$ cat config.mk
export PLATFORM = sky130hd
export DESIGN_NAME = replay_sender
export DESIGN_NICKNAME = d
export VERILOG_FILES = /design/src/logic/redundant_rx_pkg.sv /design/src/logic/replay_sender.sv
export VERILOG_INCLUDE_DIRS = /design/src /design/src/logic
export SDC_FILE = /design/constraint.sdc
export NUM_CORES = 1
export LEC_CHECK = 0
export BUFFER_PORTS_ARGS = -buffer_cell sky130_fd_sc_hd__buf_2
export CAP_MARGIN = 30
export CORE_UTILIZATION = 54
export DETAILED_ROUTE_END_ITERATION = 12
export GPL_TIMING_DRIVEN = 0
export PLACE_DENSITY = 0.89
export SLEW_MARGIN = 0
export SYNTH_ARGS = -nofsm -noshare
export SYNTH_HDL_FRONTEND = slang
export SYNTH_SLANG_ARGS = --single-unit
$ cat constraint.sdc
create_clock -name clk -period 7.38 [get_ports clk]
set_input_delay 0.738 -clock clk [delete_from_list [all_inputs] [get_ports clk]]
set_output_delay 0.738 -clock clk [all_outputs]
set_load 0.01 [all_outputs]
$ cat src/logic/redundant_rx_macros.svh
`ifndef REDUNDANT_RX_MACROS_SVH
`define REDUNDANT_RX_MACROS_SVH

// ====================
// frame layout
// ====================

// byte offset of the copy id within a frame, low nibble holds the number
`define RX_ID_OFFSET 22

// ====================
// widths and counts
// ====================

`define RX_BYTE_W 8 // stream byte
`define RX_ADDR_W 12 // payload address and length
`define RX_COPIES 3 // redundant copies per set

`endif
$ cat src/logic/redundant_rx_pkg.sv
`include "redundant_rx_macros.svh"

package redundant_rx_pkg;

	// ====================
	// data widths
	// ====================

	typedef logic [`RX_BYTE_W-1:0] rx_byte_t; // one stream byte
	typedef logic [`RX_ADDR_W-1:0] rx_addr_t; // payload address or length

	// ====================
	// copy bookkeeping
	// ====================

	typedef logic [3:0] copy_id_t; // low nibble of the id byte
	typedef logic [$clog2(`RX_COPIES + 1)-1:0] copy_sel_t; // copy 1..3, 0 unused

	// bit 0: 1/2, bit 1: 1/3, bit 2: 2/3
	typedef logic [`RX_COPIES*(`RX_COPIES-1)/2-1:0] pair_agree_t;

	// set tracking
	typedef enum logic [1:0] {
		st_idle, // waiting for copy 1
		st_got1, // copy 1 stored
		st_got2, // copies 1 and 2 stored
		st_vote // all three in, vote next cycle
	} set_state_e;

endpackage

$ cat src/logic/replay_sender.sv
`timescale 1ns/1ps

module replay_sender import redundant_rx_pkg::*; (
	input  logic      clk,
	input  logic      rst_n,
	input  logic      replay_start,
	input  copy_sel_t winner,
	input  rx_addr_t  copy_len1,
	input  rx_addr_t  copy_len2,
	input  rx_addr_t  copy_len3,
	input  rx_byte_t  replay_rd_data1,
	input  rx_byte_t  replay_rd_data2,
	input  rx_byte_t  replay_rd_data3,
	output rx_addr_t  replay_rd_addr,
	output rx_byte_t  data_out,
	output logic      en_out
);

	copy_sel_t win_q; // latched winner
	rx_addr_t  len_q; // latched payload length
	rx_addr_t  start_len;
	logic      active; // address stepping
	logic      rd_valid; // read data on the bus this cycle
	rx_byte_t  sel_byte;
	rx_byte_t  hold_q; // last byte sent

	// length of the copy that won
	always_comb begin
		case (winner)
			copy_sel_t'(2): start_len = copy_len2;
			copy_sel_t'(3): start_len = copy_len3;
			default:        start_len = copy_len1;
		endcase
	end

	// read data of the latched winner
	always_comb begin
		case (win_q)
			copy_sel_t'(2): sel_byte = replay_rd_data2;
			copy_sel_t'(3): sel_byte = replay_rd_data3;
			default:        sel_byte = replay_rd_data1;
		endcase
	end

	assign en_out   = rd_valid;
	assign data_out = rd_valid ? sel_byte : hold_q; // holds between bursts

	// ====================
	// address stepping
	// ====================
	always_ff @(posedge clk or negedge rst_n) begin
		if (!rst_n) begin
			win_q          <= '0;
			len_q          <= '0;
			active         <= 1'b0;
			rd_valid       <= 1'b0;
			replay_rd_addr <= '0;
			hold_q         <= '0;
		end else begin
			if (replay_start) begin
				win_q          <= winner;
				len_q          <= start_len;
				active         <= (start_len != '0); // empty payload sends nothing
				replay_rd_addr <= '0;
			end else if (active) begin
				if (replay_rd_addr == len_q - 1'b1)
					active <= 1'b0;
				else
					replay_rd_addr <= replay_rd_addr + 1'b1;
			end
			rd_valid <= active; // one cycle of ram latency
			if (rd_valid)
				hold_q <= sel_byte;
		end
	end

endmodule

### Yosys cells after proc, flatten, opt, wreduce, memory -nomap -nowiden

Index checks and enable logic that the tools add are counted.

* register bits: 36
* logic and storage cells: 26
* bits of input ports: 65

* muxes and demuxes: 9
* add/sub/neg operators: 2
* equal/unequal tests: 6
* reductions and logical operators: 3

Operators by type and width (count)
* two-way mux 12 bit: 3
* one-hot mux 12 bit (2 select lines): 1
* one-hot mux 8 bit (2 select lines): 1
* adder 12 x 1 -> 12 bit, second input constant: 1
* equality test 12 bit: 1
* nonzero test 12 bit: 1
* subtractor 12 x 1 -> 12 bit, second input constant: 1
* equality test 2 bit, second input constant: 4
* two-way mux 8 bit: 1
* two-way mux 1 bit: 3
* != test 2 bit, second input constant: 1
* AND reduction 2 bit: 1
* nonzero test 2 bit: 1

### Logic depth before layout (Yosys ltp)

* depth in word-level cells: 5
* gate-level depth with buffers: 13
* mapped depth without buffers: 9

### Worst setup path after synthesis

OpenSTA, ideal clock, no wires.

* path kind: register to register
* start: register len_q[0]
* end: register replay_rd_addr[9]
* setup slack: 4.279 ns
* stages on the path, launching flop included: 13
* arrival time: 2.976 ns
* data required time: 7.255 ns
* buffers on the path: 3
* cell sequence: dfrtp_1 clkbuf_1 inv_1 ha_1 clkbuf_1 or2_2 a2111o_1 a2111oi_0 o31ai_2 nor4_2 buf_6 nor3_1 mux2_4

* word-level cells in the longest chain between the ends: 4

Ends and longest elaborated chain
* start: declaration: line replay_sender.sv:20 `rx_addr_t len_q;`
* start signal: assignment: line replay_sender.sv:62 `len_q <= start_len;`
* subtractor 12 x 1 -> 12 bit: line replay_sender.sv:66 `if (replay_rd_addr == len_q - 1'b1)`
* equality test 12 bit: line replay_sender.sv:66
* != test 2 bit (no source line)
* AND reduction 2 bit (no source line)
* end signal: assignment: line replay_sender.sv:69 `replay_rd_addr <= replay_rd_addr + 1'b1;`
* end: declaration: line replay_sender.sv:14 `output rx_addr_t replay_rd_addr,`

No other way between the ends.
A chain may end at the register's enable or synchronous reset.

### Final worst setup path

Ends and elaborated chain as after synthesis.

==> impl_metrics.toml <==
[status]
status = "completed"

[floorplan]
die_area_um2 = 4796
coreArea_um2 = 4354
die-height_um = 69.25
die_x_um = 69.25
placement_rows = 24
initial_core_util_pct = 56.09
io_pins = 86

[sta]
rsz0062_at_grt = "false"
finalHoldViolCount = 0
tightest_slew_ns = 0.7605
worst_slack_ns = 3.922
fin_skew_ns = 0.002926
drv_slew = 0
hold_slack_ns = 0.4944
relSlewSlack_pct = 49.30
tns_ns = 0
fmax_ghz = 0.2892
setup_viol = 0
period_minus_slack_ns = 3.458
fin_crit_sh_pct = 46.86

[route]
first_iter_violations = 163
ant_nets = 0
viasPerCell = 5.936
wl_mm = 5.890
drc_errors = 0
drt_pre_antenna_iters = 4
routed-via-count = 2410
wl_per_cell_um = 14.51

[finish]
multiInputGateArea_um2 = 1420
fin_nets = 420
diodes = 0
regArea_um2 = 900.9
area_growth_syn_to_layout_pct = 23.36
final_cells = 406
mostFrequentLayoutCells = "buf_2, dfrtp_1, a21oi_1"
drive_above_1_share_pct = 33.05
layout_commonest_cell = "buf_2"
nFillCells = 359

[clocking]
cts_setup_buffers = 0
clockRootBuffer = "clkbuf_8"
postCtsResizedCells = 0
clock_sinks = 36
hold_buffers = 0
cts_tree = "yes"
clk_pin_slew_ns = 0.07
clk_latency_ns = 0.29
cts_buffers = 5
cts_buffer_depth = 2
h-tree-depth = 2

[power_and_ir_drop]
power_uw = 509.1
power_leakage_uw = 0.001327
vdd_drop_max_mv = 0.08524
powerDensity_nw_per_um2 = 169.0

[placement]
dp_hpwl_mm = 4.563
dp_slack_ns = 3.998
portBuffers = 83
dp_cells = 398
gp_congestion = 0.8770

[global_route]
grt_usage_pct = 25.73
grt_pass1_vias = 2293
grt_first_pass_wirelength_mm = 9.991
use_met3_pct = 5.523
grt_max_degree = 37
top_usage_layer = "met2"
grt_overflow = 0
use_met2_pct = 45.74
grtUsageMet1_pct = 29.88
antenna_found_initial = 0

[synthesis]
synth_cells = 263
syn_avg_cell_area_um2 = 9.286
syn_area_um2 = 2442
yosys_warnings = 0
synth_edf_count = 0
synth_nets = 330
async_flop_share_pct = 100.0
synth_cell_type_count = 43
yosysSeqAreaShare_pct = 36.89
synth-main-ff-cell = "dfrtp_1"
synth-seq-cells = 36

[worst_setup_path]
slowest_stage = "a2111oi_0"
start_kind = "register"
slowest_delay_ns = 0.48
cp-end-kind = "register"
worst_ep_required_time_ns = 7.55
timing.critical_path.mode_cell = "clkbuf_1"
crit_path_cell_trace = "clkbuf_1, inv_1, ha_1, clkbuf_1, or2_2, a2111o_1, a2111oi_0, o31ai_2, nor4_2, buf_6, nor3_1, mux2_4"
critical_path_class = "reg2reg"
worstPathArrival_ns = 3.63
worstPathMaxFanout = 10

[worst_hold_path]
hold_class = "reg2reg"

[job]
drv_cap = 0
power breakdown:
part / total (µW) / switching [µW] / internal [µW] / leakage, µW
clock network: 142 / 65.4 / 76.1 / 0.0000455
registers: 233 / 16.0 / 217 / 0.000439
logic: 135 / 70.3 / 64.6 / 0.000843
total: 509 / 152 / 357 / 0.00133
worst max-delay path: cells and delay by family (launching register included):
| family | cells | cell delay, ns |
|---|---|---|
| compound gates | 3 | 0.99 |
| buf+inv | 4 | 0.78 |
| simple gates | 3 | 0.74 |
| flops | 1 | 0.32 |
| mux | 1 | 0.31 |
| fa+ha+maj | 1 | 0.20 |
layout make-up:
cell class | count | area share, %
multi-input combinational | 201 | 47.13
sequential | 36 | 29.90
timing repair buffer | 83 | 13.79
buffer | 22 | 3.530
clock buffer | 8 | 2.990
tap | 52 | 2.159
inverter | 4 | 0.4983
flip-flops by register name, summed over array words and instances (netlist names):
name,count
hold_q,8
len_q,12
en_out,1
active,1
win_q,2
replay_rd_addr,12
path summary, 6_finish.rpt:
check | from | end | slack [ns] | depth (start not counted)
max | len_q[0] | replay_rd_addr[9] | 3.92 | 12
min | hold_q[7] | hold_q[7] | 0.49 | 1
max reg2reg | len_q[0] | replay_rd_addr[9] | 3.92 | 12
min reg2reg | hold_q[7] | hold_q[7] | 0.49 | 1
max in group asynchronous | rst_n | hold_q[4] | 6.38 | 1
min in group asynchronous | rst_n | hold_q[0] | 0.52 | 1
per-stage QoR:
step	utilization (%)	instance area [µm²]
floorplan	-	2442
global placement	67.13	2923
detailed placement	67.13	2923
CTS	69.20	3013
global route	69.20	3013
finish	69.20	3013
metal layers:
metal  share of wire, %  wire (µm)  up-vias
li1                   -          -     1168
met1                 40       2382     1123
met2                 50       2972      102
met3                6.4        379       17
met4                2.6        155        0
met5                  0          0        -
cells in the mapped netlist, types with 2 or more instances:
master | n | area (µm²)
dfrtp_1 | 36 | 900.9
a21oi_1 | 35 | 175.2
nor2_1 | 23 | 86.33
mux2_2 | 20 | 225.2
mux2i_1 | 20 | 200.2
clkbuf_1 | 15 | 56.30
or3_1 | 10 | 62.56
o31ai_1 | 8 | 60.06
or4_1 | 8 | 60.06
nand2_1 | 7 | 26.28
nand3_1 | 6 | 30.03
nand4_1 | 6 | 37.54
nor4_1 | 6 | 37.54
o21ai_1 | 6 | 30.03
xnor2_1 | 6 | 52.55
inv_1 | 4 | 15.01
o21ai_0 | 4 | 20.02
xor2_1 | 4 | 35.03
buf_1 | 3 | 11.26
buf_6 | 3 | 33.78
nand2b_1 | 3 | 18.77
a2111o_1 | 2 | 22.52
a211o_1 | 2 | 17.52
a211oi_1 | 2 | 15.01
a311oi_1 | 2 | 17.52
and4_1 | 2 | 17.52
ha_1 | 2 | 25.02
nand3b_1 | 2 | 15.01
nor3_1 | 2 | 10.01
cell families (layout without fill, tap and decap cells):
kind of cell,count (synthesis),in the layout,share of synthesized area [%]
AND/OR/NAND/NOR,79,79,17.93
multiplexers,41,41,18.03
XOR/XNOR,10,10,3.586
adder cells (fa/ha/maj),2,2,1.024
flip-flops,36,36,36.89
AO/OA/AOI/OAI,69,69,17.57
buffers and inverters,26,117,4.969
Power figures use the tool's default switching activity.
