--- config.mk ---
export PLATFORM = sky130hd
export DESIGN_NAME = copy_comparator
export DESIGN_NICKNAME = d
export VERILOG_FILES = /design/src/logic/redundant_rx_pkg.sv /design/src/logic/copy_comparator.sv
export VERILOG_INCLUDE_DIRS = /design/src /design/src/logic
export SDC_FILE = /design/constraint.sdc
export NUM_CORES = 1
export LEC_CHECK = 0
export BUFFER_PORTS_ARGS = -buffer_cell sky130_fd_sc_hd__buf_4
export CORE_ASPECT_RATIO = 1.5
export CORE_MARGIN = 2
export CORE_UTILIZATION = 54
export CTS_BUF_LIST = sky130_fd_sc_hd__clkbuf_4
export DETAILED_ROUTE_END_ITERATION = 10
export PLACE_DENSITY = 0.8
export SLEW_MARGIN = 20
export SYNTH_ARGS = -nofsm -noshare
export SYNTH_HDL_FRONTEND = slang
export SYNTH_SLANG_ARGS = --single-unit
--- constraint.sdc ---
create_clock -name clk -period 1.8 [get_ports clk]
set_input_delay 0.27 -clock clk [delete_from_list [all_inputs] [get_ports clk]]
set_output_delay 0.27 -clock clk [all_outputs]
set_load 0.01 [all_outputs]
--- src/logic/redundant_rx_macros.svh ---
`ifndef REDUNDANT_RX_MACROS_SVH
`define REDUNDANT_RX_MACROS_SVH

// ====================
// frame layout
// ====================

// byte offset of the copy id within a frame, low nibble holds the number
`define RX_ID_OFFSET 22

// ====================
// widths and counts
// ====================

`define RX_BYTE_W 8 // stream byte
`define RX_ADDR_W 12 // payload address and length
`define RX_COPIES 3 // redundant copies per set

`endif
--- src/logic/redundant_rx_pkg.sv ---
`include "redundant_rx_macros.svh"

package redundant_rx_pkg;

	// ====================
	// data widths
	// ====================

	typedef logic [`RX_BYTE_W-1:0] rx_byte_t; // one stream byte
	typedef logic [`RX_ADDR_W-1:0] rx_addr_t; // payload address or length

	// ====================
	// copy bookkeeping
	// ====================

	typedef logic [3:0] copy_id_t; // low nibble of the id byte
	typedef logic [$clog2(`RX_COPIES + 1)-1:0] copy_sel_t; // copy 1..3, 0 unused

	// bit 0: 1/2, bit 1: 1/3, bit 2: 2/3
	typedef logic [`RX_COPIES*(`RX_COPIES-1)/2-1:0] pair_agree_t;

	// set tracking
	typedef enum logic [1:0] {
		st_idle, // waiting for copy 1
		st_got1, // copy 1 stored
		st_got2, // copies 1 and 2 stored
		st_vote // all three in, vote next cycle
	} set_state_e;

endpackage

--- src/logic/copy_comparator.sv ---
`timescale 1ns/1ps

module copy_comparator import redundant_rx_pkg::*; (
	input  logic        clk,
	input  logic        rst_n,
	input  logic        pay_wr_en,
	input  copy_id_t    pay_copy,
	input  rx_byte_t    pay_byte,
	input  logic        frame_done,
	input  copy_id_t    frame_id,
	input  rx_addr_t    frame_len,
	input  rx_byte_t    cmp_rd_data1,
	input  rx_byte_t    cmp_rd_data2,
	input  rx_byte_t    cmp_rd_data3,
	output pair_agree_t agree,
	output rx_addr_t    copy_len1,
	output rx_addr_t    copy_len2,
	output rx_addr_t    copy_len3
);

	logic        writing; // a copy has started writing
	pair_agree_t base; // preset at the start of a copy
	pair_agree_t wr_hit;
	pair_agree_t done_hit;
	rx_byte_t    other_byte [3]; // the other copy of each pair
	rx_addr_t    other_len [3];

	assign base = writing ? agree : '1;

	// pair p covers one of 1/2, 1/3, 2/3
	always_comb begin
		wr_hit[0]     = (pay_copy == copy_id_t'(1)) || (pay_copy == copy_id_t'(2));
		wr_hit[1]     = (pay_copy == copy_id_t'(1)) || (pay_copy == copy_id_t'(3));
		wr_hit[2]     = (pay_copy == copy_id_t'(2)) || (pay_copy == copy_id_t'(3));
		done_hit[0]   = (frame_id == copy_id_t'(1)) || (frame_id == copy_id_t'(2));
		done_hit[1]   = (frame_id == copy_id_t'(1)) || (frame_id == copy_id_t'(3));
		done_hit[2]   = (frame_id == copy_id_t'(2)) || (frame_id == copy_id_t'(3));
		other_byte[0] = (pay_copy == copy_id_t'(1)) ? cmp_rd_data2 : cmp_rd_data1;
		other_byte[1] = (pay_copy == copy_id_t'(1)) ? cmp_rd_data3 : cmp_rd_data1;
		other_byte[2] = (pay_copy == copy_id_t'(2)) ? cmp_rd_data3 : cmp_rd_data2;
		other_len[0]  = (frame_id == copy_id_t'(1)) ? copy_len2 : copy_len1;
		other_len[1]  = (frame_id == copy_id_t'(1)) ? copy_len3 : copy_len1;
		other_len[2]  = (frame_id == copy_id_t'(2)) ? copy_len3 : copy_len2;
	end

	always_ff @(posedge clk or negedge rst_n) begin
		if (!rst_n) begin
			writing   <= 1'b0;
			agree     <= '0;
			copy_len1 <= '0;
			copy_len2 <= '0;
			copy_len3 <= '0;
		end else begin
			if (pay_wr_en)
				writing <= 1'b1;
			else if (frame_done)
				writing <= 1'b0; // next copy presets again
			for (int p = 0; p < 3; p++) begin
				if (pay_wr_en && wr_hit[p])
					agree[p] <= base[p] & (pay_byte == other_byte[p]);
				if (frame_done && done_hit[p])
					agree[p] <= base[p] & (frame_len == other_len[p]); // length check
			end
			if (frame_done && frame_id == copy_id_t'(1))
				copy_len1 <= frame_len;
			if (frame_done && frame_id == copy_id_t'(2))
				copy_len2 <= frame_len;
			if (frame_done && frame_id == copy_id_t'(3))
				copy_len3 <= frame_len;
		end
	end

endmodule

; Yosys cells after proc, flatten, opt, wreduce, memory -nomap -nowiden
; Cells that the tools add are included.
[totals]
register_bits = 40
in_bits = 56
word_cells = 59
output_inout_bits = 39
[classes]
reduce_logical = 19
mux = 15
n_bitwise = 6
n_eq_ne = 12
[op_table]
columns = operator, count
row1 = $eq 12x12->1, 3
row2 = $mux 12, 3
row3 = $eq 8x8->1, 3
row4 = $mux 8, 3
row5 = $eq 4x2->1 const B, 4
row6 = $logic_and 1x1->1, 9
row7 = $eq 4x1->1 const B, 2
row8 = $mux 1, 8
row9 = $reduce_bool 2->1, 4
row10 = $and 1x1->1, 6
row11 = $logic_or 1x1->1, 6
row12 = $mux 3, 1

; Longest topological paths before layout
[logic_depth]
word_depth = 6
ltp_mapped = 9
depth_no_buf = 6

; Worst setup path after synthesis
; Ideal clock, no wire load.
[synth_path]
kind = input to register
from = input port frame_id[1]
to = register agree[0]
required_time_ps = 1735
setup_time_ps = 65
slack_ps = -203
path_stages = 8
arrival_time_ps = 1938
path_buffers = 3
path_cell_list = buf_6 or4b_4 buf_6 buf_6 o41ai_2 o31ai_1 nor4b_2 o22a_1
[synth_between]
elab_chain_len = 5
elab_cells_between_ends = 9
cone_classes = 3 x eq/ne / 2 x mux / 1 x bitwise / 3 x reduce/logical
[synth_rtl]
columns = element, line
row1 = from (decl), copy_comparator.sv:10  ; input copy_id_t frame_id,
row2 = $eq 4x1->1, "copy_comparator.sv:35, copy_comparator.sv:41"
row3 = $mux 12, copy_comparator.sv:41  ; other_len[0] = (frame_id == copy_id_t'(1)) ? copy_len2 : copy_len1;
row4 = $eq 12x12->1, copy_comparator.sv:62  ; agree[p] <= base[p] & (frame_len == other_len[p]);
row5 = $and 1x1->1, copy_comparator.sv:62
row6 = $mux 1, copy_comparator.sv:61  ; if (frame_done && done_hit[p])
row7 = "to (signal, indexed assignment)", copy_comparator.sv:60  ; agree[p] <= base[p] & (pay_byte == other_byte[p]);
row8 = "to (signal, indexed assignment)", copy_comparator.sv:62
row9 = to (decl), copy_comparator.sv:15  ; output pair_agree_t agree,
; Parallel ways exist; a longest one is shown, timed or not.
; A chain may end at the register's enable or synchronous reset.

; Final worst setup path
[layout_path]
from = register copy_len2[9]
to = register agree[0]
[layout_between]
elab_chain_len = 4
[layout_rtl]
columns = element, line
row1 = from (decl), copy_comparator.sv:17  ; output rx_addr_t copy_len2,
row2 = from (signal assigned), copy_comparator.sv:67  ; copy_len2 <= frame_len;
row3 = $mux 12, copy_comparator.sv:41
row4 = $eq 12x12->1, copy_comparator.sv:62
row5 = $and 1x1->1, copy_comparator.sv:62
row6 = $mux 1, copy_comparator.sv:61
; No other way between the ends.

==> results.toml <==
[floorplanning]
dieHeight_um = 96.49
die-area_um2 = 6335
core_area_um2 = 5492
fp.dieW_um = 65.66
num_rows = 33
ioPinCount = 95
start_util_pct = 56.07

[critical_path]
path_cells = "xnor2_2 -> nand3_2 -> buf_4 -> o41ai_2 -> o31ai_1 -> nor4b_2 -> o22a_1"
worstPathArrival_ns = 2.12
start_kind = "flip-flop"
worst-path-max-fanout = 2
worstSetupEndpointType = "flip-flop"
cp_slowest_stage_delay_ns = 0.44
worstPathRequired_ns = 2.10
timing.setup.critical_path_class = "flip-flop to flip-flop"
cpMaxStageDelayCell = "dfrtp_1"

[power]
ir_drop_uv = 852.5
finalPower_uw = 3301
p_leak_uw = 0.002081
p_per_area_nw_per_um2 = 733.0

[cells_and_area]
layout_commonest_cell = "buf_4"
final_util_pct = 82.00
synthToLayoutAreaGrowth_pct = 46.24
most-common-layout-cells = "buf_4 (158), dfrtp_1 (40), nand2_1 (36), o21ai_0 (30), inv_1 (22)"
nets = 562
drive_gt1_share_pct = 40.51
antennaDiodeCount = 0

[synth]
syn_area_um2 = 3079
synth_top_area_share_pct = 32.51
synth_area_leaders = "dfrtp_1 (33%), mux2_2 (6.6%), xnor2_1 (6.5%)"
synth_ff_type = "dfrtp_1"
avgSynthCellArea_um2 = 8.698
syn_nets = 410
ys_ff_latch = 40
netlist_instances = 354
synth_enable_flop_cells = 0
async_flop_share_pct = 100.0
ys_types = 56
yosysTopAreaCell = "dfrtp_1"
seq_area_frac_synth_pct = 32.51
yosysWarnings = 0

[timing]
worst_pin_slew_ns = 0.5114
rsz0062_at_grt = "true"
clock.fmax_mhz = 549.9
max-slew-margin-rel_pct = 65.91
slew_viol_final = 0
setup_ws_ns = -0.01867
finalSetupViolations = 2
post-route-min-period_ns = 1.819
fin_crit_sh_pct = 101.0
clock_skew_ns = 0.004631
hold_viol = 0

[clock_network]
cts_tree = "done"
clk_latency_ns = 0.35
cts_buffer_depth = 2
cts.sinks = 40
clkTransAtPathRegs_ns = 0.12
ctsHtreeMaxLevel = 2
ctsRootBufferMaster = "clkbuf_4"
cts_made_buffers = 5

[detailed_routing]
drtPass1Iterations = 6
via_per_inst = 6.092
route.antenna.remaining_nets = 0
wl_per_cell_um = 18.98
drt_iter0_drc = 224
num_vias = 3509
routed_wl_mm = 10.93
drc = 0

[run_status]
violations = "setup timing"
outcome = "finished with violations"

[place]
dp_hpwl_mm = 8.519
pre_cts_slack_ns = -0.3259
portBuffers = 94
gp_congestion = 1.009

[grt]
grt_pass1_vias = 3478
grt_max_degree = 41
overflow = 0
antenna_found_initial = 0
grt_pass1_wl_mm = 16.40
grtUsageTotal_pct = 34.63

[flow_run]
drv_cap = 0

[hold_path]
hold_path.class = "input port to flip-flop"
[path summary, 6_finish.rpt]
kind | start | end | slack (ns) | depth (start not counted)
worst max-delay path | copy_len2[9] | agree[0] | -0.02 | 7
worst min-delay path | frame_done | writing | 0.11 | 2
worst max register to register | copy_len2[9] | agree[0] | -0.02 | 7
worst min register to register | agree[0] | agree[0] | 0.53 | 1
max in group asynchronous | rst_n | agree[2] | 1.00 | 2
min in group asynchronous | rst_n | copy_len1[10] | 0.45 | 2
[synthesized netlist by cell type, types with 8 or more instances]
| master | number |
|---|---|
| xor2_1 | 10 |
| dfrtp_1 | 40 |
| nor2_1 | 13 |
| nand2_1 | 36 |
| clkbuf_1 | 11 |
| nor4_1 | 8 |
| o21ai_0 | 31 |
| mux2_2 | 18 |
| nor2b_1 | 19 |
| nand2b_1 | 10 |
| a21oi_1 | 14 |
| xnor2_1 | 23 |
| inv_1 | 22 |
| nand3_1 | 9 |
| mux2i_1 | 13 |
[stage by stage]
stage / hold WS, ns / setup TNS, ns / cell area (um^2) / instances
6_report: 0.1063 / -0.02324 / 4503 / 576
5_1_grt: 0.1191 / -0.1954 / 4503 / 576
4_1_cts: 0.1125 / -0.04209 / 4449 / 574
3_5_place_dp: 0.2751 / -0.8480 / 4314 / 566
3_3_place_gp: 0.2682 / -0.6984 / 4314 / 566
2_1_floorplan: -0.02559 / -0.2500 / 3089 / 354
[where the power goes]
group | switching (uW) | leakage, uW | internal, uW
logic | 653 | 0.00152 | 701
clock network | 300 | 0.0000513 | 425
registers | 169 | 0.000510 | 1050
[worst max-delay path, delay by kind of cell (launching register included)]
| kind | cells | cell delay (ns) |
|---|---|---|
| flops | 1 | 0.44 |
| compound gates | 3 | 0.59 |
| simple gates | 2 | 0.40 |
| xor+xnor | 1 | 0.18 |
| buf+inv | 1 | 0.16 |
[registers in the layout, summed over array words and instances (netlist names)]
name,flops
writing,1
copy_len3,12
agree,3
copy_len1,12
copy_len2,12
[what timing repair did]
action,CTS,global route
buffers inserted,0,2
hold endpoints to repair,40,0
setup endpoints to repair,3,3
resized for setup,6,9
pin swaps,2,7
hold buffers,1,0
[layer usage]
metal  wire length [um]  up-vias  global-route usage [%]
li1                   -     1594                       -
met1               3511     1640                   32.89
met2               5855      214                   64.98
met3                731       61                   5.678
met4                834        0                   26.22
met5                  0        -                       0
[logic make-up after synthesis]
| kind of cell | after synthesis | share of synthesized area, % |
|---|---|---|
| compound gates | 88 | 18.98 |
| buf+inv | 39 | 5.607 |
| simple gates | 123 | 22.71 |
| flops | 40 | 32.51 |
| mux | 31 | 10.81 |
| xor+xnor | 33 | 9.386 |
[layout make-up]
cell class	count	area, um^2
clock buffer	5	37.54
tap	70	87.58
multi-input combinational	275	1978
sequential	40	1001
fill	357	988.4
timing repair buffer	162	1256
clock inverter	2	60.06
inverter	22	82.58
Power figures use the tool's default switching activity.
