### config.mk
export PLATFORM = sky130hd
export DESIGN_NAME = frame_parser
export DESIGN_NICKNAME = d
export VERILOG_FILES = /design/src/logic/redundant_rx_pkg.sv /design/src/logic/frame_parser.sv
export VERILOG_INCLUDE_DIRS = /design/src /design/src/logic
export SDC_FILE = /design/constraint.sdc
export NUM_CORES = 1
export LEC_CHECK = 0
export BUFFER_PORTS_ARGS = -buffer_cell sky130_fd_sc_hd__buf_4
export CAP_MARGIN = 10
export CORE_MARGIN = 5
export CORE_UTILIZATION = 59
export CTS_BUF_LIST = sky130_fd_sc_hd__clkbuf_2 sky130_fd_sc_hd__clkbuf_4 sky130_fd_sc_hd__clkbuf_8
export CTS_CLUSTER_DIAMETER = 200
export CTS_CLUSTER_SIZE = 28
export DETAILED_ROUTE_END_ITERATION = 6
export GPL_ROUTABILITY_DRIVEN = 1
export GPL_TIMING_DRIVEN = 0
export MAX_ROUTING_LAYER = met4
export PLACE_DENSITY = 0.91
export SLEW_MARGIN = 10
export SYNTH_ARGS = -nofsm -noshare
export SYNTH_HDL_FRONTEND = slang
export SYNTH_SLANG_ARGS = --single-unit
### constraint.sdc
create_clock -name clk -period 2.8 [get_ports clk]
set_clock_uncertainty 0.2 [all_clocks]
set_input_delay 0.42 -clock clk [delete_from_list [all_inputs] [get_ports clk]]
set_output_delay 0.42 -clock clk [all_outputs]
set_load 0.02 [all_outputs]
### src/logic/redundant_rx_macros.svh
`ifndef REDUNDANT_RX_MACROS_SVH
`define REDUNDANT_RX_MACROS_SVH

// ====================
// frame layout
// ====================

// byte offset of the copy id within a frame, low nibble holds the number
`define RX_ID_OFFSET 22

// ====================
// widths and counts
// ====================

`define RX_BYTE_W 8 // stream byte
`define RX_ADDR_W 12 // payload address and length
`define RX_COPIES 3 // redundant copies per set

`endif
### src/logic/redundant_rx_pkg.sv
`include "redundant_rx_macros.svh"

package redundant_rx_pkg;

	// ====================
	// data widths
	// ====================

	typedef logic [`RX_BYTE_W-1:0] rx_byte_t; // one stream byte
	typedef logic [`RX_ADDR_W-1:0] rx_addr_t; // payload address or length

	// ====================
	// copy bookkeeping
	// ====================

	typedef logic [3:0] copy_id_t; // low nibble of the id byte
	typedef logic [$clog2(`RX_COPIES + 1)-1:0] copy_sel_t; // copy 1..3, 0 unused

	// bit 0: 1/2, bit 1: 1/3, bit 2: 2/3
	typedef logic [`RX_COPIES*(`RX_COPIES-1)/2-1:0] pair_agree_t;

	// set tracking
	typedef enum logic [1:0] {
		st_idle, // waiting for copy 1
		st_got1, // copy 1 stored
		st_got2, // copies 1 and 2 stored
		st_vote // all three in, vote next cycle
	} set_state_e;

endpackage

### src/logic/frame_parser.sv
`timescale 1ns/1ps
`include "redundant_rx_macros.svh"

module frame_parser import redundant_rx_pkg::*; (
	input  logic     clk,
	input  logic     rst_n,
	input  logic     rx_en,
	input  rx_byte_t rx_data,
	output logic     pay_wr_en,
	output rx_addr_t pay_addr,
	output rx_byte_t pay_byte,
	output copy_id_t pay_copy,
	output rx_addr_t cmp_rd_addr,
	output logic     frame_done,
	output copy_id_t frame_id,
	output rx_addr_t frame_len
);

	localparam rx_addr_t id_offset = rx_addr_t'(`RX_ID_OFFSET);

	logic     rx_en_q; // registered strobe
	rx_byte_t rx_data_q; // registered byte
	logic     rx_en_d; // strobe one more cycle back, for the falling edge
	rx_addr_t off_cnt; // offset of the byte in rx_data_q
	rx_addr_t pay_cnt; // next payload address
	copy_id_t cur_id;
	logic     has_id; // id byte seen in this frame
	logic     is_payload;
	logic     frame_end;

	assign is_payload  = rx_en_q && (off_cnt > id_offset);
	assign frame_end   = rx_en_d && !rx_en_q;
	assign cmp_rd_addr = pay_cnt; // read ahead so data lines up with the write

	// ====================
	// control
	// ====================
	always_ff @(posedge clk or negedge rst_n) begin
		if (!rst_n) begin
			rx_en_q    <= 1'b0;
			rx_en_d    <= 1'b0;
			off_cnt    <= '0;
			pay_cnt    <= '0;
			has_id     <= 1'b0;
			pay_wr_en  <= 1'b0;
			frame_done <= 1'b0;
		end else begin
			rx_en_q    <= rx_en;
			rx_en_d    <= rx_en_q;
			off_cnt    <= rx_en_q ? off_cnt + 1'b1 : '0;
			pay_wr_en  <= is_payload;
			frame_done <= frame_end && has_id; // short frames are dropped here
			if (!rx_en_q)
				pay_cnt <= '0;
			else if (is_payload)
				pay_cnt <= pay_cnt + 1'b1;
			if (rx_en_q && off_cnt == id_offset)
				has_id <= 1'b1;
			else if (frame_end)
				has_id <= 1'b0;
		end
	end

	// ====================
	// payload path
	// ====================
	always_ff @(posedge clk) begin
		rx_data_q <= rx_data;
		pay_byte  <= rx_data_q;
		pay_addr  <= pay_cnt;
		pay_copy  <= cur_id;
		if (rx_en_q && off_cnt == id_offset)
			cur_id <= rx_data_q[3:0];
		if (frame_end) begin
			frame_id  <= cur_id;
			frame_len <= pay_cnt; // count of payload bytes written
		end
	end

endmodule

---- Word-level counts from Yosys, hierarchy flattened ----
Cells that the tools add are included.
word-level totals
  flip-flop bits (word level) ............. 81
  bits of input ports ..................... 11
cells by class
  $add $sub $neg .......................... 2
  order comparisons ....................... 1
  equality and inequality tests ........... 2
  multiplexer cells ....................... 5
  reductions and logical operators ........ 6
operators by type and width
  cell                                                            number
  two-way mux 12 bit                                              3
  adder 12 x 1 -> 12 bit, second input constant                   2
  equality test 12 x 5 -> 1 bit, second input constant            1
  greater-than comparator 12 x 5 -> 1 bit, second input constant  1
  logical AND 1 bit                                               4
  two-way mux 1 bit                                               2
  != test 2 x 1 -> 1 bit, second input constant                   1
  nonzero test 2 bit                                              1
  zero test 1 bit                                                 1

---- Longest topological paths before layout ----
Gate-level depths: netlist (run 1).
  depth in word-level cells ............... 4
  gate-level depth with buffers ........... 7

---- Worst setup path after synthesis (run 1) ----
Ideal clock, no wire load.
  path kind ............................... register -> register
  start point ............................. register off_cnt[5]
  end point ............................... register cur_id[0] (enable)
  data arrival time ....................... 1.228 ns
  data required time ...................... 2.227 ns
  slack ................................... 0.999 ns
  cell stages (with the launch flop) ...... 4
  path buffers ............................ 0
  period minus slack after synthesis ...... 1.801 ns
  cell sequence ........................... dfrtp_1 nor4_2 nand2_1 nor3_1
on the way
  word-level cells in the longest chain between the ends .. 2
ends and longest elaborated chain
  what                           line                source
  from (decl)                    frame_parser.sv:24  rx_addr_t off_cnt;
  from (signal assigned)         frame_parser.sv:50  off_cnt <= rx_en_q ? off_cnt + 1'b1 : '0;
  equality test 12 x 5 -> 1 bit  frame_parser.sv:72  if (rx_en_q && off_cnt == id_offset)
  logical AND 1 bit              frame_parser.sv:72
  to (signal assigned)           frame_parser.sv:73  cur_id <= rx_data_q[3:0];
  to (decl)                      frame_parser.sv:26  copy_id_t cur_id;
No other way between the ends.
A chain may end at the register's enable or synchronous reset.

---- Worst setup path in the final report (run 1) ----
  start point ............................. register off_cnt[6]
  end point ............................... register cur_id[0] (enable)
The elaborated chain is that of the path after synthesis.

==> flow_summary.toml, run 1 <==
[outcome]
status = "complete, no violations"

[clocking]
numCtsBuffers = 9
clock-sinks = 81
cts_buffer_depth = 2
cts.clk_slew.worst_paths_ps = 80
clk_latency_ps = 340
clockRootBuffer = "clkbuf_8"
htreeDepth = 3
cts_resized = 0
cts_tree = "done"

[global_route]
grt_max_degree = 30
gr-usage-all-layers_pct = 19.8
overflow = 0
grt_pass1_wl_mm = 9.00
grt_pass1_vias = 1865
antenna_found_initial = 0

[power]
clkPwrFrac_pct = 38.3
power_frac_comb_pct = 3.9
p_int_mw = 1.67
p_sw_mw = 0.461
p_leak_nw = 1.58
ir_drop_mv = 0.381
sw_frac_of_total_pct = 21.6
seq_power_share_pct = 57.9
p_per_area_nw_per_um2 = 593

[routing]
vias = 1861
antenna_left = 0
drt_drc_violations_left = 0
routed_via_density = 5.38
drtPass1Iterations = 4
drt-total-wl_mm = 5.41
wl_per_cell_um = 15.6
first_iter_violations = 197

[critical_path]
r2r_cells = 3
end_kind = "flip-flop"
crit_chain = "nor4_2 > nand2_1 > nor3_1"
crit_slowest_cell = "nor3_1"
cp.arrival_ps = 1810
critPathLaunchType = "flip-flop"
crit_type = "flip-flop to flip-flop"
r2r_slack_ps = 770
r2r_end = "cur_id[0]$_DFFE_PP_"
crit_required_ps = 2580
reg2reg_from = "off_cnt[6]$_DFF_PN0_"
critPathMaxStageDelay_ps = 560
cp_max_fo = 5

[timing]
period_share_pct = 72.4
setup_tns_ps = 0
maxSlewViolCount = 0
tightest_slew_ps = 856
min_period_ps = 2030
fmax_mhz = 493
worst_slew_margin_rel_pct = 42.7
finalSetupViolations = 0
rsz0062_at_grt = "false"
hold_ws_ps = 129
finalHoldViolCount = 0

[final_layout]
final_cells = 346
num-fill-cells = 268
final_common_cell = "buf_4"
area_delta_synth_final_pct = 30.6
post-route-cell-area_um2 = 3590
post-route-util_pct = 80.8
diodes = 0
finish.net_count = 303
final_cell_mix = "64 x buf_4, 32 x dfxtp_1, 29 x dfrtp_1"
drive_above_1_share_pct = 31.6

[floorplan]
rows = 24
die_w_um = 78.3
dieHeight_um = 78.3
initial_core_util_pct = 61.9
dieArea_um2 = 6130
io_pins = 65
coreArea_um2 = 4440

[placed_design]
hpwl_mm = 3.58
io_buffer_count = 64
place_area_um2 = 3300
dp_cells = 320
place.gp.congestion = 0.799

[hold_path]
hp-start = "rx_data_q[6]$_DFF_P_"
hold_path.class = "flip-flop to flip-flop"
hold_path_depth = 0
hold_path_end = "pay_byte[6]$_DFF_P_"

[logic_synthesis]
yosysWarnings = 0
seq_area_frac_synth_pct = 71.5
avgSynthCellArea_um2 = 13.5
syn-num-nets = 218
syn-cell-area_um2 = 2750
yosysUniqueCellTypes = 36
ys_ff_latch = 81
synthCells = 204

[job]
maxCapViolations = 0
==> what timing repair did <==
item	CTS	global route
setup buffers	0	0
hold buffers	10	0
hold endpoints to repair	38	0
==> critical path: cells and delay by family (launching register included) <==
kind	cells	cell delay (ps)
and+or+nand+nor	3	1020
DFF	1	450
==> cell usage after synthesis <==
cell / count / area share (%)
a2111o_1: 1 / 0.41
a211oi_1: 2 / 0.55
a211oi_2: 1 / 0.45
a21boi_0: 1 / 0.27
a21oi_1: 9 / 1.6
a22o_2: 1 / 0.36
a22oi_2: 1 / 0.45
a2bb2oi_1: 1 / 0.32
and2_1: 1 / 0.23
and2_2: 1 / 0.27
and2_4: 1 / 0.32
and3_1: 2 / 0.45
and4_1: 1 / 0.32
and4_2: 1 / 0.36
buf_2: 2 / 0.36
buf_6: 2 / 0.82
clkbuf_1: 3 / 0.41
clkinv_1: 1 / 0.14
dfrtp_1: 29 / 26
dfxtp_1: 32 / 23
edfxtp_1: 20 / 22
ha_1: 3 / 1.4
inv_1: 2 / 0.27
mux2i_1: 9 / 3.3
nand2_1: 16 / 2.2
nand2b_1: 9 / 2.0
nand3_1: 10 / 1.8
nand4_1: 7 / 1.6
nor2_1: 11 / 1.5
nor2b_1: 2 / 0.45
nor3_1: 6 / 1.1
nor4_2: 2 / 0.91
o21ai_0: 4 / 0.73
or3_1: 1 / 0.23
xnor2_1: 4 / 1.3
xor2_1: 5 / 1.6
==> power groups by stage <==
stage | clock, mW | combinational (mW) | sequential, mW
after CTS | 0.829 | 0.0835 | 1.23
after detailed placement | 0 | 0.0716 | 1.26
after global placement | 0 | 0.0700 | 1.26
after global routing | 0.885 | 0.0918 | 1.23
final | 0.815 | 0.0822 | 1.23
after floorplan | 0 | 0.0217 | 1.27
==> routing by layer <==
metal	vias up	GRT usage [%]	share of wire, %
li1	889	-	-
met1	896	21.6	39
met2	60	34.2	53
met3	16	5.95	5.7
met4	0	7.34	2.5
met5	-	-	0
==> per-stage QoR <==
stage	power (mW)	worst slack (ps)
after global routing	2.21	592
final	2.13	773
after CTS	2.14	756
after detailed placement	1.33	794
after floorplan	1.29	999
after global placement	1.33	648
==> worst max-delay path by stage <==
stage	to	start	depth (start not counted)	slack [ps]
2_1_floorplan	cur_id[0]$_DFFE_PP_	off_cnt[5]$_DFF_PN0_	3	1000
5_1_grt	cur_id[0]$_DFFE_PP_	off_cnt[6]$_DFF_PN0_	3	590
4_1_cts	cur_id[3]$_DFFE_PP_	off_cnt[6]$_DFF_PN0_	3	760
6_report	cur_id[0]$_DFFE_PP_	off_cnt[6]$_DFF_PN0_	3	770
3_5_place_dp	cur_id[1]$_DFFE_PP_	off_cnt[5]$_DFF_PN0_	3	790
3_3_place_gp	frame_len[10]$_DFFE_PP_	rx_en_q$_DFF_PN0_	1	650
==> registers in the layout, indices dropped and copies added, names as in the netlist, 4 cells and up <==
signal and cells:
cmp_rd_addr 12, frame_len 12, off_cnt 12, pay_addr 12, pay_byte 8, rx_data_q 8, cur_id 4, frame_id 4
pay_copy 4
==> cells by family after synthesis <==
logic type	synth area share (%)
buffers and inverters	2.00
adders and majority gates	1.37
AOI/OAI and AO/OA	5.19
DFF	71.5
muxes	3.28
and+or+nand+nor	13.8
xor gates and xnor gates	2.87
==> cell type report <==
type | count | area (um^2) | share of cell area (%)
Sequential cell | 81 | 1970 | 54.8
Inverter | 3 | 11.3 | 0.313
Multi-Input combinational cell | 113 | 731 | 20.3
Tap cell | 52 | 65.1 | 1.81
Timing Repair Buffer | 74 | 581 | 16.2
Buffer | 7 | 43.8 | 1.22
Clock inverter | 7 | 70.1 | 1.95
Clock buffer | 9 | 124 | 3.45
No activity file was read; power rests on OpenSTA's default activity.
==> run 2, diff against run 1 <==
- CORE_UTILIZATION: 59 -> 55
- PLACE_DENSITY: 0.91 -> 0.85
- clock period: 2.8 -> 1.9 ns (I/O delays scaled with it)
==> flow_summary.toml, run 2 (same netlist as run 1, synthesis figures left out) <==
[floorplan]
initial_core_util_pct = 57.5
coreArea_um2 = 4790
rows = 25
dieArea_um2 = 6510
die_w_um = 80.7
dieHeight_um = 80.7
io_pins = 65

[timing]
finalHoldViolCount = 0
maxSlewViolCount = 0
period_share_pct = 96.6
fmax_mhz = 545
finalSetupViolations = 0
setup_slack_ps = 64.1
min_period_ps = 1840
worst_slew_margin_rel_pct = 68.6
tightest_slew_ps = 471

[power]
sw_frac_of_total_pct = 23.4
p_leak_nw = 1.60
p_per_area_nw_per_um2 = 836
ir_drop_mv = 0.741
power_frac_comb_pct = 4.5
p_int_mw = 2.35
seq_power_share_pct = 59.1
p_sw_mw = 0.719
clkPwrFrac_pct = 36.3

[clocking]
htreeDepth = 3
cts_buffer_depth = 2
cts_tree = "done"
clock-sinks = 81
clk_latency_ps = 350
numCtsBuffers = 9
cts.clk_slew.worst_paths_ps = 80
clockRootBuffer = "clkbuf_8"

[final_layout]
num-fill-cells = 304
drive_above_1_share_pct = 34.1
multi_input_area_um2 = 757
final_common_cell = "buf_4"
diodes = 0
final_cell_mix = "68 x buf_4, 32 x dfxtp_1, 28 x dfrtp_1"
final_cells = 366
finish.net_count = 308
ff_latch_area_um2 = 1970
area_delta_synth_final_pct = 33.3

[routing]
wl_per_cell_um = 14.2
drt_drc_violations_left = 0
drt-total-wl_mm = 5.20
first_iter_violations = 138
drtPass1Iterations = 4
routed_via_density = 4.99
antenna_left = 0
vias = 1827

[placed_design]
io_buffer_count = 64
hpwl_mm = 3.49
place.gp.congestion = 0.821
dp_cells = 336
pre_cts_ws_ps = -173

[critical_path]
end_kind = "flip-flop"
critPathLaunchType = "flip-flop"
crit_required_ps = 1970
crit_type = "flip-flop to flip-flop"
cp.arrival_ps = 1910
cp_max_fo = 5

[global_route]
antenna_found_initial = 0
gr-usage-all-layers_pct = 18.2
overflow = 0
grt_pass1_vias = 1792
grt_max_degree = 30
grt_pass1_wl_mm = 8.49

[job]
maxCapViolations = 0

[hold_path]
hold_path.class = "flip-flop to flip-flop"

[outcome]
status = "complete, no violations"
-- run 2: cell count changes in the layout (fill, tap and decap cells not counted), sizes merged --
cell      before  now
buf           68   73
bufinv         1    0
clkinv         5    6
clkinvlp       1    0
inv            3    4
-- run 2: cell type report --
| cell class | instances | area share [%] |
|---|---|---|
| flip-flops and latches | 81 | 53.7 |
| multi-input cells | 113 | 20.6 |
| repair buffers | 79 | 17.1 |
| clock buffers | 9 | 3.38 |
| well taps | 67 | 2.29 |
| clock inverters | 7 | 1.47 |
| plain buffers | 7 | 1.19 |
| inverters | 3 | 0.307 |
-- run 2: path summary, 6_finish.rpt --
path	startpoint	to	slack (ps)	cells after the start
min	rx_data_q[5]$_DFF_P_	pay_byte[5]$_DFF_P_	130	0
max in group asynchronous	rst_n	off_cnt[1]$_DFF_PN0_	1020	2
max reg2reg	off_cnt[1]$_DFF_PN0_	cmp_rd_addr[4]$_DFFE_PN0P_	60	6
min in group asynchronous	rst_n	off_cnt[2]$_DFF_PN0_	190	2
min reg2reg	rx_data_q[5]$_DFF_P_	pay_byte[5]$_DFF_P_	130	0
max	off_cnt[1]$_DFF_PN0_	cmp_rd_addr[4]$_DFFE_PN0P_	60	6
-- run 2: through the flow --
stage          hold WS, ps  instance area (um^2)  total power, mW  setup TNS, ps  utilization (%)
3_3_place_gp          27.2                  3310             1.96          -5390             69.3
5_1_grt                141                  3670             3.20          -30.4             76.6
4_1_cts                138                  3620             3.07              0             75.7
3_5_place_dp          26.7                  3330             1.96           -818             69.6
2_1_floorplan         -211                  2750             1.90              0                -
6_report               135                  3670             3.07              0             76.6
-- run 2: worst max-delay path, cell delays in order (launching register included) --
cell and delay, ps:
dfrtp_2 450, ha_1 220, nor2b_2 160, a22oi_2 120, buf_4 160, a2111o_1 380, o21ai_0 80
-- run 2: timing repair --
action	CTS	global route
hold buffers	10	0
endpoints found under the hold margin	38	0
resized for setup	1	5
setup endpoints to repair	8	12
pin swaps	0	1
buffers inserted	1	3
-- run 2: power by group through the flow --
stage / combinational [mW] / sequential (mW) / clock, mW
floorplan: 0.0320 / 1.87 / 0
global placement: 0.103 / 1.85 / 0
detailed placement: 0.110 / 1.85 / 0
CTS: 0.130 / 1.81 / 1.13
global route: 0.152 / 1.82 / 1.22
finish: 0.139 / 1.81 / 1.11
-- run 2: metal layers --
metal / up-vias / global-route usage (%) / wire [um]
met3: 14 / 5.27 / 298
met4: 0 / 9.29 / 145
met5: - / - / 0
met2: 52 / 29.6 / 2670
li1: 895 / - / -
met1: 866 / 20.5 / 2080
==> run 3, diff against run 2 <==
- CORE_UTILIZATION: 55 -> 59
- PLACE_DENSITY: 0.85 -> 0.93
- clock period: 1.9 -> 2.4 ns (I/O delays scaled with it)
==> flow_summary.toml, run 3 (same netlist as run 1, synthesis figures left out) <==
[global_route]
antenna_found_initial = 0
grt_pass1_vias = 1937
overflow = 0
grt_max_degree = 30
gr-usage-all-layers_pct = 21.6
grt_pass1_wl_mm = 9.74

[critical_path]
end_kind = "flip-flop"
crit_family = "simple AND/OR/NAND/NOR gates"
critPathMaxStageDelay_ps = 650
crit_slowest_cell = "nor3_1"
crit_required_ps = 2190
crit_type = "flip-flop to flip-flop"
cp.arrival_ps = 1930
critPathLaunchType = "flip-flop"
cp_num_buf_inv = 0
crit_chain = "nor4_2 > nand2_1 > nor3_1"
cp_max_fo = 5

[clocking]
clk_latency_ps = 360
numCtsBuffers = 9
cts_tree = "done"
clock-sinks = 81
cts_buffer_depth = 2
cts.clk_slew.worst_paths_ps = 80
htreeDepth = 3
clockRootBuffer = "clkbuf_8"

[final_layout]
final_common_cell = "buf_4"
multi_input_area_um2 = 731
final_cell_mix = "64 x buf_4, 32 x dfxtp_1, 29 x dfrtp_1"
area_delta_synth_final_pct = 30.8
finish.net_count = 303
final_cells = 346
diodes = 0
post-route-util_pct = 80.9
ff_latch_area_um2 = 1970
drive_above_1_share_pct = 31.6
num-fill-cells = 237

[timing]
finalSetupViolations = 0
worst_slew_margin_rel_pct = 41.7
finalHoldViolCount = 0
fmax_mhz = 467
tightest_slew_ps = 870
hold_ws_ps = 132
period_share_pct = 89.3
setup_tns_ps = 0
maxSlewViolCount = 0
min_period_ps = 2140
rsz0062_at_grt = "false"

[floorplan]
rows = 24
die_w_um = 78.3
coreArea_um2 = 4440
dieArea_um2 = 6130
io_pins = 65
initial_core_util_pct = 61.9
dieHeight_um = 78.3

[routing]
antenna_left = 0
drt-total-wl_mm = 5.91
first_iter_violations = 231
routed_via_density = 5.60
drt_drc_violations_left = 0
drtPass1Iterations = 4
wl_per_cell_um = 17.1
vias = 1937

[power]
p_per_area_nw_per_um2 = 703
p_leak_nw = 1.58
p_total_mw = 2.53
ir_drop_mv = 0.534

[job]
maxCapViolations = 0

[placed_design]
io_buffer_count = 64
hpwl_mm = 3.65
place.gp.congestion = 0.776
dp_cells = 320

[hold_path]
hold_path.class = "flip-flop to flip-flop"

[outcome]
status = "complete, no violations"
## run 3: changes by cell type in the layout (fill, tap and decap cells not counted), sizes merged
cell      before  now
buf           73   68
clkinv         6    3
bufinv         0    1
clkbuf        12   13
clkinvlp       0    1
## run 3: path summary, 6_finish.rpt
| check | from | to | slack (ps) | cells past startpoint |
|---|---|---|---|---|
| setup reg to reg | off_cnt[5]$_DFF_PN0_ | cur_id[2]$_DFFE_PP_ | 260 | 3 |
| hold / removal | rx_data_q[4]$_DFF_P_ | pay_byte[4]$_DFF_P_ | 130 | 0 |
| min in group asynchronous | rst_n | cmp_rd_addr[5]$_DFFE_PN0P_ | 270 | 2 |
| setup / recovery | off_cnt[5]$_DFF_PN0_ | cur_id[2]$_DFFE_PP_ | 260 | 3 |
| hold reg to reg | rx_data_q[4]$_DFF_P_ | pay_byte[4]$_DFF_P_ | 130 | 0 |
| max in group asynchronous | rst_n | cmp_rd_addr[10]$_DFFE_PN0P_ | 1450 | 2 |
## run 3: final cells by class
type	instances	area share, %
Multi-Input combinational cell	113	20.3
Tap cell	52	1.81
Clock inverter	6	1.84
Buffer	7	1.22
Sequential cell	81	54.7
Timing Repair Buffer	74	16.1
Clock buffer	10	3.65
Inverter	3	0.313
## run 3: layer usage
metal | vias to the layer above | part of all wire (%) | global-route usage [%]
met1 | 940 | 36 | 22.8
met5 | - | 0 | -
li1 | 885 | - | -
met4 | 0 | 3.2 | 11.4
met2 | 96 | 54 | 37.4
met3 | 16 | 6.7 | 5.38
## run 3: report_power, final
group          switching (mW)  internal [mW]  total (mW)  leakage (nW)
Clock                   0.498          0.496       0.994         0.101
Sequential             0.0144           1.42        1.44         0.874
Combinational          0.0543         0.0423      0.0966         0.609
## run 3: timing repair
action                    in CTS  in global routing
resized for setup              0                  0
setup buffers                  0                  0
hold endpoints to repair      38                  0
hold buffers                  10                  0
## run 3: through the flow
step	area, um^2	setup WS, ps
floorplan	2750	599
global placement	3300	254
detailed placement	3300	265
CTS	3600	247
global route	3600	161
finish	3600	257
